### config.mk
export PLATFORM = sky130hd
export DESIGN_NAME = uart_str_top
export DESIGN_NICKNAME = d
export VERILOG_FILES = /design/src/hw/uart_str_pkg.sv /design/src/hw/byte_tx_if.sv /design/src/hw/uart_tx.sv /design/src/hw/uart_rx.sv /design/src/hw/str_framer.sv /design/src/hw/str_deframer.sv /design/src/hw/uart_str_top.sv
export SDC_FILE = /design/constraint.sdc
export NUM_CORES = 1
export LEC_CHECK = 0
export BUFFER_PORTS_ARGS = -buffer_cell sky130_fd_sc_hd__buf_2
export CORE_ASPECT_RATIO = 0.75
export CORE_MARGIN = 2
export CORE_UTILIZATION = 50
export DETAILED_ROUTE_END_ITERATION = 12
export PLACE_DENSITY = 0.8
export SLEW_MARGIN = 30
export SYNTH_ARGS = -nofsm -noshare
export SYNTH_HDL_FRONTEND = slang
export SYNTH_SLANG_ARGS = --single-unit
export TNS_END_PERCENT = 100
### constraint.sdc
create_clock -name sys_clk -period 30.9 [get_ports sys_clk]
set_input_delay 0 -clock sys_clk [delete_from_list [all_inputs] [get_ports sys_clk]]
set_output_delay 0 -clock sys_clk [all_outputs]
set_load 0.02 [all_outputs]
### src/hw/uart_str_pkg.sv
//////////////////////////////////////////////////
// string link constants: payload limit, packed
// string and length widths, UART bit timing and
// the frame delimiter byte
//////////////////////////////////////////////////

package uart_str_pkg;

	// most payload bytes in one frame
	localparam int MAX_STR_LEN = 32;

	// packed string, byte 0 in the low bits and sent first
	localparam int STR_W = MAX_STR_LEN * 8;

	// length field, holds 0 to MAX_STR_LEN
	localparam int LEN_W = $clog2(MAX_STR_LEN + 1);

	// clock cycles per UART bit, small for simulation
	localparam int CLKS_PER_BIT = 16;

	// ASCII '&', opens and closes a frame in pairs
	localparam logic [7:0] FRAME_DELIM = 8'h26;

endpackage

### src/hw/byte_tx_if.sv
//////////////////////////////////////////////////
// byte request link from the string framer to
// the UART serializer
//////////////////////////////////////////////////

`timescale 1ns/1ps

interface byte_tx_if;

	logic [7:0] data;
	logic       req;
	logic       busy;
	logic       done;

	// req is a single-cycle strobe, only while busy is low
	modport src (output data, output req, input busy, input done);

	// done pulses as busy falls after the stop bit
	modport sink (input data, input req, output busy, output done);

endinterface

### src/hw/uart_tx.sv
//////////////////////////////////////////////////
// 8N1 UART serializer, one byte per request
//////////////////////////////////////////////////

`timescale 1ns/1ps

module uart_tx #(
	parameter int clks_per_bit = uart_str_pkg::CLKS_PER_BIT
) (
	input  logic    sys_clk,
	input  logic    sys_rst_n,
	byte_tx_if.sink byte_if,
	output logic    tx
);

	logic [$clog2(clks_per_bit)-1:0] clk_cnt;
	logic [3:0]                      bit_cnt;
	logic [8:0]                      shreg;
	logic                            bit_end;
	logic                            start;

	assign start   = byte_if.req && !byte_if.busy;
	assign bit_end = (int'(clk_cnt) == clks_per_bit - 1);

	// bit_cnt 0 is the start bit, 1..8 data, 9 the stop bit
	always_ff @(posedge sys_clk or negedge sys_rst_n) begin
		if (!sys_rst_n) begin
			tx           <= 1'b1;
			byte_if.busy <= 1'b0;
			byte_if.done <= 1'b0;
			clk_cnt      <= '0;
			bit_cnt      <= '0;
		end else begin
			byte_if.done <= 1'b0;
			if (start) begin
				// line drops to the start bit on the next cycle
				tx           <= 1'b0;
				byte_if.busy <= 1'b1;
				clk_cnt      <= '0;
				bit_cnt      <= '0;
			end else if (byte_if.busy) begin
				if (bit_end) begin
					clk_cnt <= '0;
					if (bit_cnt == 4'd9) begin
						byte_if.busy <= 1'b0;
						byte_if.done <= 1'b1;
					end else begin
						tx      <= shreg[0];
						bit_cnt <= bit_cnt + 4'd1;
					end
				end else begin
					clk_cnt <= clk_cnt + 1'b1;
				end
			end
		end
	end

	// data LSB first, stop bit shifted in behind it
	always_ff @(posedge sys_clk) begin
		if (start) begin
			shreg <= {1'b1, byte_if.data};
		end else if (byte_if.busy && bit_end) begin
			shreg <= {1'b1, shreg[8:1]};
		end
	end

endmodule

### src/hw/uart_rx.sv
//////////////////////////////////////////////////
// 8N1 UART deserializer with a two-flop input
// synchronizer, mid-bit sampling, stop-bit check
//////////////////////////////////////////////////

`timescale 1ns/1ps

module uart_rx #(
	parameter int clks_per_bit = uart_str_pkg::CLKS_PER_BIT
) (
	input  logic       sys_clk,
	input  logic       sys_rst_n,
	input  logic       rx,
	output logic [7:0] rx_data,
	output logic       rx_vld,
	output logic       rx_err
);

	typedef enum logic [2:0] {
		S_IDLE,
		S_START,
		S_DATA,
		S_STOP,
		S_TAIL
	} state_t;

	state_t                          state;
	logic [$clog2(clks_per_bit)-1:0] clk_cnt;
	logic [2:0]                      bit_cnt;
	logic                            rx_meta;
	logic                            rx_sync;
	logic                            rx_prev;
	logic                            stop_ok;
	logic                            start_edge;
	logic                            half_pt;
	logic                            bit_end;
	logic                            tail_end;

	assign start_edge = rx_prev && !rx_sync;
	assign half_pt    = (int'(clk_cnt) == clks_per_bit / 2 - 1);
	assign bit_end    = (int'(clk_cnt) == clks_per_bit - 1);
	// back in idle just before the stop bit ends, ready for a back-to-back start
	assign tail_end   = (int'(clk_cnt) >= clks_per_bit / 2 - 3);

	// line idles high
	always_ff @(posedge sys_clk or negedge sys_rst_n) begin
		if (!sys_rst_n) begin
			rx_meta <= 1'b1;
			rx_sync <= 1'b1;
			rx_prev <= 1'b1;
		end else begin
			rx_meta <= rx;
			rx_sync <= rx_meta;
			rx_prev <= rx_sync;
		end
	end

	always_ff @(posedge sys_clk or negedge sys_rst_n) begin
		if (!sys_rst_n) begin
			state   <= S_IDLE;
			clk_cnt <= '0;
			bit_cnt <= '0;
			stop_ok <= 1'b0;
			rx_vld  <= 1'b0;
			rx_err  <= 1'b0;
		end else begin
			rx_vld <= 1'b0;
			rx_err <= 1'b0;
			case (state)
				S_IDLE: begin
					clk_cnt <= '0;
					if (start_edge) begin
						state <= S_START;
					end
				end
				S_START: begin
					// glitch shorter than half a bit goes back to idle
					if (half_pt) begin
						clk_cnt <= '0;
						bit_cnt <= '0;
						state   <= rx_sync ? S_IDLE : S_DATA;
					end else begin
						clk_cnt <= clk_cnt + 1'b1;
					end
				end
				S_DATA: begin
					if (bit_end) begin
						clk_cnt <= '0;
						bit_cnt <= bit_cnt + 3'd1;
						if (bit_cnt == 3'd7) begin
							state <= S_STOP;
						end
					end else begin
						clk_cnt <= clk_cnt + 1'b1;
					end
				end
				S_STOP: begin
					if (bit_end) begin
						clk_cnt <= '0;
						stop_ok <= rx_sync;
						state   <= S_TAIL;
					end else begin
						clk_cnt <= clk_cnt + 1'b1;
					end
				end
				S_TAIL: begin
					if (tail_end) begin
						rx_vld <= stop_ok;
						rx_err <= !stop_ok;
						state  <= S_IDLE;
					end else begin
						clk_cnt <= clk_cnt + 1'b1;
					end
				end
				default: state <= S_IDLE;
			endcase
		end
	end

	// LSB arrives first
	always_ff @(posedge sys_clk) begin
		if (state == S_DATA && bit_end) begin
			rx_data <= {rx_sync, rx_data[7:1]};
		end
	end

endmodule

### src/hw/str_framer.sv
//////////////////////////////////////////////////
// string framer: sends "&&" + payload + "&&"
// one byte request at a time
//////////////////////////////////////////////////

`timescale 1ns/1ps

module str_framer (
	input  logic                           sys_clk,
	input  logic                           sys_rst_n,
	input  logic [uart_str_pkg::STR_W-1:0] tx_string,
	input  logic [uart_str_pkg::LEN_W-1:0] tx_length,
	input  logic                           tx_req,
	output logic                           tx_busy,
	output logic                           tx_done,
	byte_tx_if.src                         byte_if
);

	import uart_str_pkg::*;

	typedef enum logic [5:0] {
		S_IDLE   = 6'b000001,
		S_OPEN1  = 6'b000010,
		S_OPEN2  = 6'b000100,
		S_BODY   = 6'b001000,
		S_CLOSE1 = 6'b010000,
		S_CLOSE2 = 6'b100000
	} state_t;

	state_t           state;
	logic             issued;
	logic [LEN_W-1:0] byte_cnt;
	logic [STR_W-1:0] str_q;
	logic [LEN_W-1:0] len_q;
	logic             accept;
	logic             issue;
	logic [7:0]       next_byte;

	assign accept    = tx_req && (state == S_IDLE);
	assign tx_busy   = (state != S_IDLE);
	// one request per state, then wait for the serializer's done
	assign issue     = (state != S_IDLE) && !issued && !byte_if.busy;
	assign next_byte = (state == S_BODY) ? str_q[byte_cnt*8 +: 8] : FRAME_DELIM;

	always_ff @(posedge sys_clk or negedge sys_rst_n) begin
		if (!sys_rst_n) begin
			state       <= S_IDLE;
			issued      <= 1'b0;
			byte_cnt    <= '0;
			byte_if.req <= 1'b0;
			tx_done     <= 1'b0;
		end else begin
			byte_if.req <= 1'b0;
			tx_done     <= 1'b0;
			if (accept) begin
				state <= S_OPEN1;
			end else if (issue) begin
				byte_if.req <= 1'b1;
				issued      <= 1'b1;
			end else if (issued && byte_if.done) begin
				issued <= 1'b0;
				case (state)
					S_OPEN1: state <= S_OPEN2;
					S_OPEN2: begin
						byte_cnt <= '0;
						// empty string goes straight to the closing pair
						state    <= (len_q == '0) ? S_CLOSE1 : S_BODY;
					end
					S_BODY: begin
						if (byte_cnt == len_q - 1'b1) begin
							state <= S_CLOSE1;
						end else begin
							byte_cnt <= byte_cnt + 1'b1;
						end
					end
					S_CLOSE1: state <= S_CLOSE2;
					S_CLOSE2: begin
						state   <= S_IDLE;
						tx_done <= 1'b1;
					end
					default: state <= S_IDLE;
				endcase
			end
		end
	end

	always_ff @(posedge sys_clk) begin
		if (accept) begin
			str_q <= tx_string;
			len_q <= tx_length;
		end
		if (issue) begin
			byte_if.data <= next_byte;
		end
	end

endmodule

### src/hw/str_deframer.sv
//////////////////////////////////////////////////
// string deframer: finds "&&" delimited frames in
// the received byte stream, collects the payload
//////////////////////////////////////////////////

`timescale 1ns/1ps

module str_deframer (
	input  logic                           sys_clk,
	input  logic                           sys_rst_n,
	input  logic [7:0]                     rx_data,
	input  logic                           rx_vld,
	input  logic                           rx_err,
	output logic [uart_str_pkg::STR_W-1:0] rx_string,
	output logic [uart_str_pkg::LEN_W-1:0] rx_length,
	output logic                           rx_busy,
	output logic                           rx_done
);

	import uart_str_pkg::*;

	// SKIP/SKIP2 drop the rest of an abandoned frame up to its closing pair
	typedef enum logic [2:0] {
		S_HUNT,
		S_OPEN2,
		S_BODY,
		S_CLOSE2,
		S_SKIP,
		S_SKIP2
	} state_t;

	state_t           state;
	logic [LEN_W-1:0] byte_cnt;
	logic [STR_W-1:0] work_buf;
	logic             is_delim;
	logic             buf_full;
	logic             store;
	logic             publish;

	assign is_delim = (rx_data == FRAME_DELIM);
	assign buf_full = (byte_cnt == LEN_W'(MAX_STR_LEN));
	assign store    = rx_vld && (state == S_BODY) && !is_delim && !buf_full;
	assign publish  = rx_vld && (state == S_CLOSE2) && is_delim;

	always_ff @(posedge sys_clk or negedge sys_rst_n) begin
		if (!sys_rst_n) begin
			state     <= S_HUNT;
			byte_cnt  <= '0;
			rx_length <= '0;
			rx_busy   <= 1'b0;
			rx_done   <= 1'b0;
		end else begin
			rx_done <= 1'b0;
			if (rx_err) begin
				rx_busy <= 1'b0;
				if (state == S_OPEN2 || state == S_BODY || state == S_CLOSE2) begin
					state <= S_SKIP;
				end else if (state == S_SKIP2) begin
					state <= S_SKIP;
				end
			end else if (rx_vld) begin
				case (state)
					S_HUNT: begin
						if (is_delim) begin
							state <= S_OPEN2;
						end
					end
					S_OPEN2: begin
						if (is_delim) begin
							state    <= S_BODY;
							byte_cnt <= '0;
							rx_busy  <= 1'b1;
						end else begin
							state <= S_HUNT;
						end
					end
					S_BODY: begin
						if (is_delim) begin
							state <= S_CLOSE2;
						end else if (buf_full) begin
							// one byte too many
							state   <= S_SKIP;
							rx_busy <= 1'b0;
						end else begin
							byte_cnt <= byte_cnt + 1'b1;
						end
					end
					S_CLOSE2: begin
						rx_busy <= 1'b0;
						if (is_delim) begin
							state     <= S_HUNT;
							rx_length <= byte_cnt;
							rx_done   <= 1'b1;
						end else begin
							state <= S_SKIP;
						end
					end
					S_SKIP:  state <= is_delim ? S_SKIP2 : S_SKIP;
					S_SKIP2: state <= is_delim ? S_HUNT : S_SKIP;
					default: state <= S_HUNT;
				endcase
			end
		end
	end

	// published copy stays put until the next complete frame
	always_ff @(posedge sys_clk) begin
		if (store) begin
			work_buf[byte_cnt*8 +: 8] <= rx_data;
		end
		if (publish) begin
			rx_string <= work_buf;
		end
	end

endmodule

### src/hw/uart_str_top.sv
//////////////////////////////////////////////////
// UART string link top: framer and serializer on
// the transmit side, deserializer and deframer on
// the receive side
//////////////////////////////////////////////////

`timescale 1ns/1ps

module uart_str_top (
	input  logic                           sys_clk,
	input  logic                           sys_rst_n,

	input  logic [uart_str_pkg::STR_W-1:0] tx_string,
	input  logic [uart_str_pkg::LEN_W-1:0] tx_length,
	input  logic                           tx_req,
	output logic                           tx_busy,
	output logic                           tx_done,

	output logic [uart_str_pkg::STR_W-1:0] rx_string,
	output logic [uart_str_pkg::LEN_W-1:0] rx_length,
	output logic                           rx_busy,
	output logic                           rx_done,

	input  logic                           uart_rx_port,
	output logic                           uart_tx_port
);

	logic [7:0] rx_data;
	logic       rx_vld;
	logic       rx_err;

	byte_tx_if byte_if ();

	// transmit path
	str_framer str_framer_i (
		.sys_clk   (sys_clk),
		.sys_rst_n (sys_rst_n),
		.tx_string (tx_string),
		.tx_length (tx_length),
		.tx_req    (tx_req),
		.tx_busy   (tx_busy),
		.tx_done   (tx_done),
		.byte_if   (byte_if.src)
	);

	uart_tx uart_tx_i (
		.sys_clk   (sys_clk),
		.sys_rst_n (sys_rst_n),
		.byte_if   (byte_if.sink),
		.tx        (uart_tx_port)
	);

	// receive path
	uart_rx uart_rx_i (
		.sys_clk   (sys_clk),
		.sys_rst_n (sys_rst_n),
		.rx        (uart_rx_port),
		.rx_data   (rx_data),
		.rx_vld    (rx_vld),
		.rx_err    (rx_err)
	);

	str_deframer str_deframer_i (
		.sys_clk   (sys_clk),
		.sys_rst_n (sys_rst_n),
		.rx_data   (rx_data),
		.rx_vld    (rx_vld),
		.rx_err    (rx_err),
		.rx_string (rx_string),
		.rx_length (rx_length),
		.rx_busy   (rx_busy),
		.rx_done   (rx_done)
	);

endmodule

Word-level counts from Yosys, hierarchy flattened
Cells that the tools add are included.

operators by class
  add/sub/neg operators = 8
  $lt $le $gt $ge = 1
  equality and inequality tests = 44
  shift operators = 3
  muxes and demuxes = 82
  bitwise operators = 3
  reduce and logical (&&, ||, !) cells = 49

operator list
  kind                                                                       number
  256-bit bitwise mux                                                        1
  8-bit by 34-bit variable shift with 256-bit output (first input constant)  1
  256-bit by 10-bit variable part select with 8-bit output                   1
  8-bit by 34-bit variable part select with 256-bit output                   1
  3-bit 2-to-1 mux                                                           16
  6-bit 2-to-1 mux                                                           8
  4-bit 2-to-1 mux                                                           10
  1-bit 2-to-1 mux                                                           34
  9-bit negator with 34-bit output                                           1
  3-bit case mux with 5 select lines                                         2
  6-bit case mux with 2 select lines                                         2
  6-bit case mux with 4 select lines                                         1
  2-bit by 1-bit != test with 1-bit output (second input constant)           9
  2-bit nonzero test                                                         9
  8-bit 2-to-1 mux                                                           2
  4-bit case mux with 4 select lines                                         1
  1-bit logical AND                                                          13
  4-bit by 1-bit adder with 4-bit output (second input constant)             3
  6-bit by 1-bit adder with 6-bit output (second input constant)             2
  3-bit by 2-bit == test with 1-bit output (second input constant)           4
  3-bit == test (second input constant)                                      4
  6-bit == test (second input constant)                                      2
  3-bit by 2-bit != test with 1-bit output (second input constant)           4
  6-bit AND reduction                                                        2
  other kinds (33)                                                           57

word-level totals
  register bits after elaboration = 857
  input port bits = 266
  output and inout port bits = 267
  logic and storage cells = 221

Longest topological paths before layout
  word-level depth = 7
  depth in mapped cells = 10
  gate-level depth less buffers = 8

Modules after synthesis
Synthesis repeated with hierarchy kept, for this count alone.

unflattened totals
  cells, all modules = 1721
  area total of the unflattened synthesis = 31585.3 µm²

modules (own cells, without submodules)
  module        instances  cells each  area each (µm²)  seq. area each (µm²)
  str_deframer  1          1044        18370.1          15800.2
  str_framer    1          508         11129.4          8484.4
  uart_rx       1          99          1183.6           644.4
  uart_tx       1          70          902.1            516.7

Least setup slack after synthesis
No wires, ideal clock.

  kind = reg-to-reg
  start point = register uart_rx_i.rx_data[4]
  end point = register str_deframer_i.rx_string[0] (netlist name), enable pin
  library setup time = 878 ps
  data arrival time = 11886 ps
  path slack = 18136 ps
  stages on the path, launching flop included = 6
  period minus slack after synthesis = 12764 ps
  path through = edfxtp_1 > nor4b_1 > and2_1 > buf_2 > nand2_1 > nor2_1

on the way
  longest elaborated chain between the ends = 2

RTL lines
  item                                      line                 text
  start, declared                           uart_rx.sv:14        output logic [7:0] rx_data,
  start signal, assigned                    uart_rx.sv:123       rx_data <= {rx_sync, rx_data[7:1]};
  8-bit by 6-bit == test with 1-bit output  str_deframer.sv:40   assign is_delim = (rx_data == FRAME_DELIM);
  1-bit logical AND                         str_deframer.sv:43   assign publish = rx_vld && (state == S_CLOSE2) && is_delim;
  named net str_deframer_i.publish          str_deframer.sv:38   logic publish;
  end signal, assigned                      str_deframer.sv:112  rx_string <= work_buf;
  end, declared                             str_deframer.sv:14   output logic [uart_str_pkg::STR_W-1:0] rx_string,

The timed path passes the listed nets, and every way through them passes these cells.
A chain may end at the register's enable or synchronous reset.

Worst setup path in the final report
  start point = register str_deframer_i.byte_cnt[0]
  end point = register str_deframer_i.work_buf[166], enable pin

on the way
  longest elaborated chain between the ends = 3

RTL lines
  item                           line                 text
  start, declared                str_deframer.sv:33   logic [LEN_W-1:0] byte_cnt;
  start signal, assigned         str_deframer.sv:85   byte_cnt <= byte_cnt + 1'b1;
  6-bit == test                  str_deframer.sv:41   assign buf_full = (byte_cnt == LEN_W'(MAX_STR_LEN));
  1-bit zero test                str_deframer.sv:42   assign store = rx_vld && (state == S_BODY) && !is_delim && !buf_full;
  1-bit logical AND              str_deframer.sv:42
  end signal, assigned by index  str_deframer.sv:109  work_buf[byte_cnt*8 +: 8] <= rx_data;
  end, declared                  str_deframer.sv:34   logic [STR_W-1:0] work_buf;

Every way passes these cells.

==> flow_summary_export.csv <==
group,metric,value,unit
run_status,status,"complete, no violations",
pwr,switchingPower,0.4845,mW
pwr,p_seq_share,55.0,%
floorplan,die_h,221.3,µm
pwr,power.internal,1.832,mW
clock_network,htreeDepth,3,
sta,rsz0062_at_grt,"false",
yosys,avgSynthCellArea,18.57,µm²
critical_path,critPathBufInv,1,
yosys,synthCells,1695,
yosys,synth_seq_cells,857,
pwr,power_leakage,12.16,nW
floorplan,core-area,0.06217,mm²
final_layout,mostFrequentLayoutCells,"798 x edfxtp_1, 532 x buf_2, 265 x dlygate4sd3_1",
drt,routedWlPerCell,25.91,µm
min_path,min_to,"uart_rx_i.rx_meta",
sta,fin_setup_tns,0,ns
grt,grt_pass1_wl,126500,µm
sta,hold_ws,0.05236,ns
final_layout,fill_cells,3945,
critical_path,max_stage_delay,0.70,ns
yosys,seq_area_frac_synth,80.85,%
sta,worst_slew_pin_slew,1.033,ns
yosys,yosysUniqueCellTypes,72,
yosys,syn-num-nets,1975,
drt,first_pass_iters,6,
critical_path,cp_cell_sequence,"inv_1, ha_1, nor4b_1, and2_1, nor3_1, and2_0, nand3_2, nor3_2",
floorplan,start_util,50.62,%
critical_path,r2r_setup_slack,27.16,ns
floorplan,die_area,0.06499,mm²
placement,io_buffer_count,532,
critical_path,cp-end-kind,"register",
sta,hold_viol,0,
critical_path,crit_fanout,12,
final_layout,area_growth,27.91,%
yosys,yosysWarnings,0,
min_path,min_from,"uart_rx_port",
clock_network,numCtsBuffers,79,
drt,antenna_left,0,
pwr,pwr-share-comb,3.5,%
clock_network,clock_path_buffers,3,
grt,grt_usage,26.55,%
sta,period_needed,3.744,ns
clock_network,cts_tree,"yes",
placement,gp_congestion,0.8648,
grt,antenna_found_initial,3,
final_layout,final_nets,2767,
grt,grt_pass1_vias,19997,
critical_path,cp_top_family,"simple AND/OR/NAND/NOR gates",
critical_path,r2r-start,"str_deframer_i.byte_cnt[0]",
critical_path,critical_path.slowest_cell,"nor3_2",
pwr,power.density,57.55,mW/mm²
drt,drc,0,
floorplan,row_count,79,
sta,fmax,267.1,MHz
critical_path,path_class,"reg2reg",
floorplan,dieWidth,293.7,µm
yosys,synth_edf_count,798,
clock_network,postCtsSetupBuffers,0,
critical_path,startpoint_type,"register",
pwr,peakVddDrop,0.06557,mV
drt,drtIter0Drc,2126,
sta,fin_crit_sh,12.12,%
drt,vias_per_cell,5.875,
yosys,synthFlopType,"edfxtp_1",
clock_network,hold_buffers,265,
sta,slew_violations,0,
clock_network,clock_sinks,857,
clock_network,clkTransAtPathRegs,0.06,ns
clock_network,cts_root_buffer,"clkbuf_16",
sta,setup_viol,0,
pwr,power.share.switching,20.91,%
yosys,synth-async-reset-ratio,6.884,%
min_path,hold_path_class,"in2reg",
placement,dp_hpwl,50020,µm
critical_path,cp.required,31.18,ns
critical_path,cp_data_arrival_time,4.02,ns
min_path,hold_path_depth,2,
floorplan,ios,533,
critical_path,rr_worst_depth,8,
final_layout,drive_gt1_share,31.49,%
grt,grt-ovfl-total,0,
critical_path,reg2reg_to,"str_deframer_i.work_buf[166]",
sta,skew,0.04300,ns
pwr,p_clk_share,41.5,%
run,maxCapViolCount,0,
yosys,syn_area,0.03147,mm²
clock_network,clkLatencyLatePin,0.65,ns
grt,grt_max_degree,213,
clock_network,cts-resized-gates,0,
sta,maxSlewHeadroom,31.15,%
final_layout,final_common_cell,"edfxtp_1",
drt,wl,87050,µm
drt,num_vias,19740,
routing by layer:
| layer | routed length, µm | global-route usage [%] |
|---|---|---|
| met1 | 29440 | 31.28 |
| met2 | 43870 | 45.25 |
| met3 | 8639 | 6.539 |
| met4 | 5088 | 13.92 |
| met5 | 0 | 0 |
worst max path at each step:
| stage | end | start | slack, ns | depth (start not counted) |
|---|---|---|---|---|
| finish | str_deframer_i.work_buf[166] | str_deframer_i.byte_cnt[0] | 27.16 | 8 |
| global route | str_deframer_i.work_buf[167] | str_deframer_i.byte_cnt[0] | 26.97 | 8 |
| CTS | str_deframer_i.work_buf[160] | str_deframer_i.byte_cnt[0] | 26.97 | 8 |
| detailed placement | str_deframer_i.work_buf[21] | str_deframer_i.byte_cnt[0] | 26.98 | 8 |
| global placement | str_deframer_i.work_buf[192] | str_deframer_i.byte_cnt[0] | 27.23 | 8 |
| floorplan | str_deframer_i.rx_string[0] | uart_rx_i.rx_data[4] | 18.14 | 5 |
power by group through the flow:
stage	clock, mW	sequential (mW)	combinational, mW
2_1_floorplan	0	1.29	0.0290
3_3_place_gp	0	1.30	0.0468
3_5_place_dp	0	1.30	0.0499
4_1_cts	0.958	1.27	0.0771
5_1_grt	1.01	1.28	0.0881
6_report	0.961	1.27	0.0809
cell type report:
class	count	area, µm²	area share, %
Antenna cell	3	7.507	0.01865
Clock buffer	101	2091	5.193
Clock inverter	40	416.7	1.035
Inverter	15	63.81	0.1585
Multi-Input combinational cell	712	5653	14.04
Sequential cell	857	25450	63.22
Tap cell	810	1013	2.517
Timing Repair Buffer	822	5562	13.81
logic make-up (layout without fill, tap and decap cells):
group / Yosys count / in the layout / synth area share, %
xor gates and xnor gates: 18 / 18 / 0.5009
muxes: 92 / 92 / 6.114
DFF: 857 / 857 / 80.85
adders and majority gates: 15 / 15 / 0.5884
buffers and inverters: 126 / 978 / 1.896
AOI/OAI and AO/OA: 107 / 107 / 2.306
other: 0 / 3 / 0
and+or+nand+nor: 480 / 480 / 7.748
flip-flops by register name, summed over array words and instances, names as in the netlist, 3 cells and up:
signal                     count
uart_tx_i.shreg                8
uart_tx_i.clk_cnt              4
uart_rx_i.bit_cnt              3
str_framer_i.byte_cnt          6
str_deframer_i.byte_cnt        6
str_framer_i.byte_if.data      8
uart_rx_i.clk_cnt              4
str_framer_i.state             6
str_deframer_i.work_buf      256
uart_rx_i.rx_data              8
uart_rx_i.state                3
str_deframer_i.rx_string     256
str_deframer_i.rx_length       6
uart_tx_i.bit_cnt              4
str_framer_i.len_q             6
str_deframer_i.state           3
str_framer_i.str_q           256
metrics by stage:
stage                     area (µm²)  setup WS (ns)  util [%]  power (mW)  cells
after CTS                      40040          26.97     64.40       2.309   3356
final                          40260          27.16     64.75       2.317   3360
after global placement         34850          27.23     56.05       1.345   2948
after floorplan                31470          18.14         -       1.323   1695
after global routing           40260          26.97     64.75       2.372   3360
after detailed placement       34880          26.98     56.10       1.349   2950
cells in the mapped netlist, types with 4 or more instances:
master	count	area (µm²)
buf_2	32	160.2
nand3_1	21	105.1
mux4_1	16	420.4
nor2b_1	8	50.05
xnor2_1	7	61.31
a22oi_1	13	97.59
and3_1	9	56.30
nor3_1	269	1346
edfxtp_1	798	23960
inv_1	15	56.30
o21ai_0	26	130.1
mux2i_1	4	40.04
a21o_1	5	37.54
xor2_1	11	96.34
mux4_2	58	1306
nand2b_1	9	56.30
dfrtp_1	54	1351
nand2_1	53	198.9
nor2_1	58	217.7
nand4_1	7	43.79
buf_1	13	48.80
a22o_1	10	87.58
dfstp_2	5	131.4
a21oi_1	23	115.1
nor3b_1	4	30.03
mux2_2	14	157.7
buf_6	8	90.09
clkbuf_1	53	198.9
ha_1	14	175.2
and2_1	13	81.33
(Power assumes the default switching activity.)
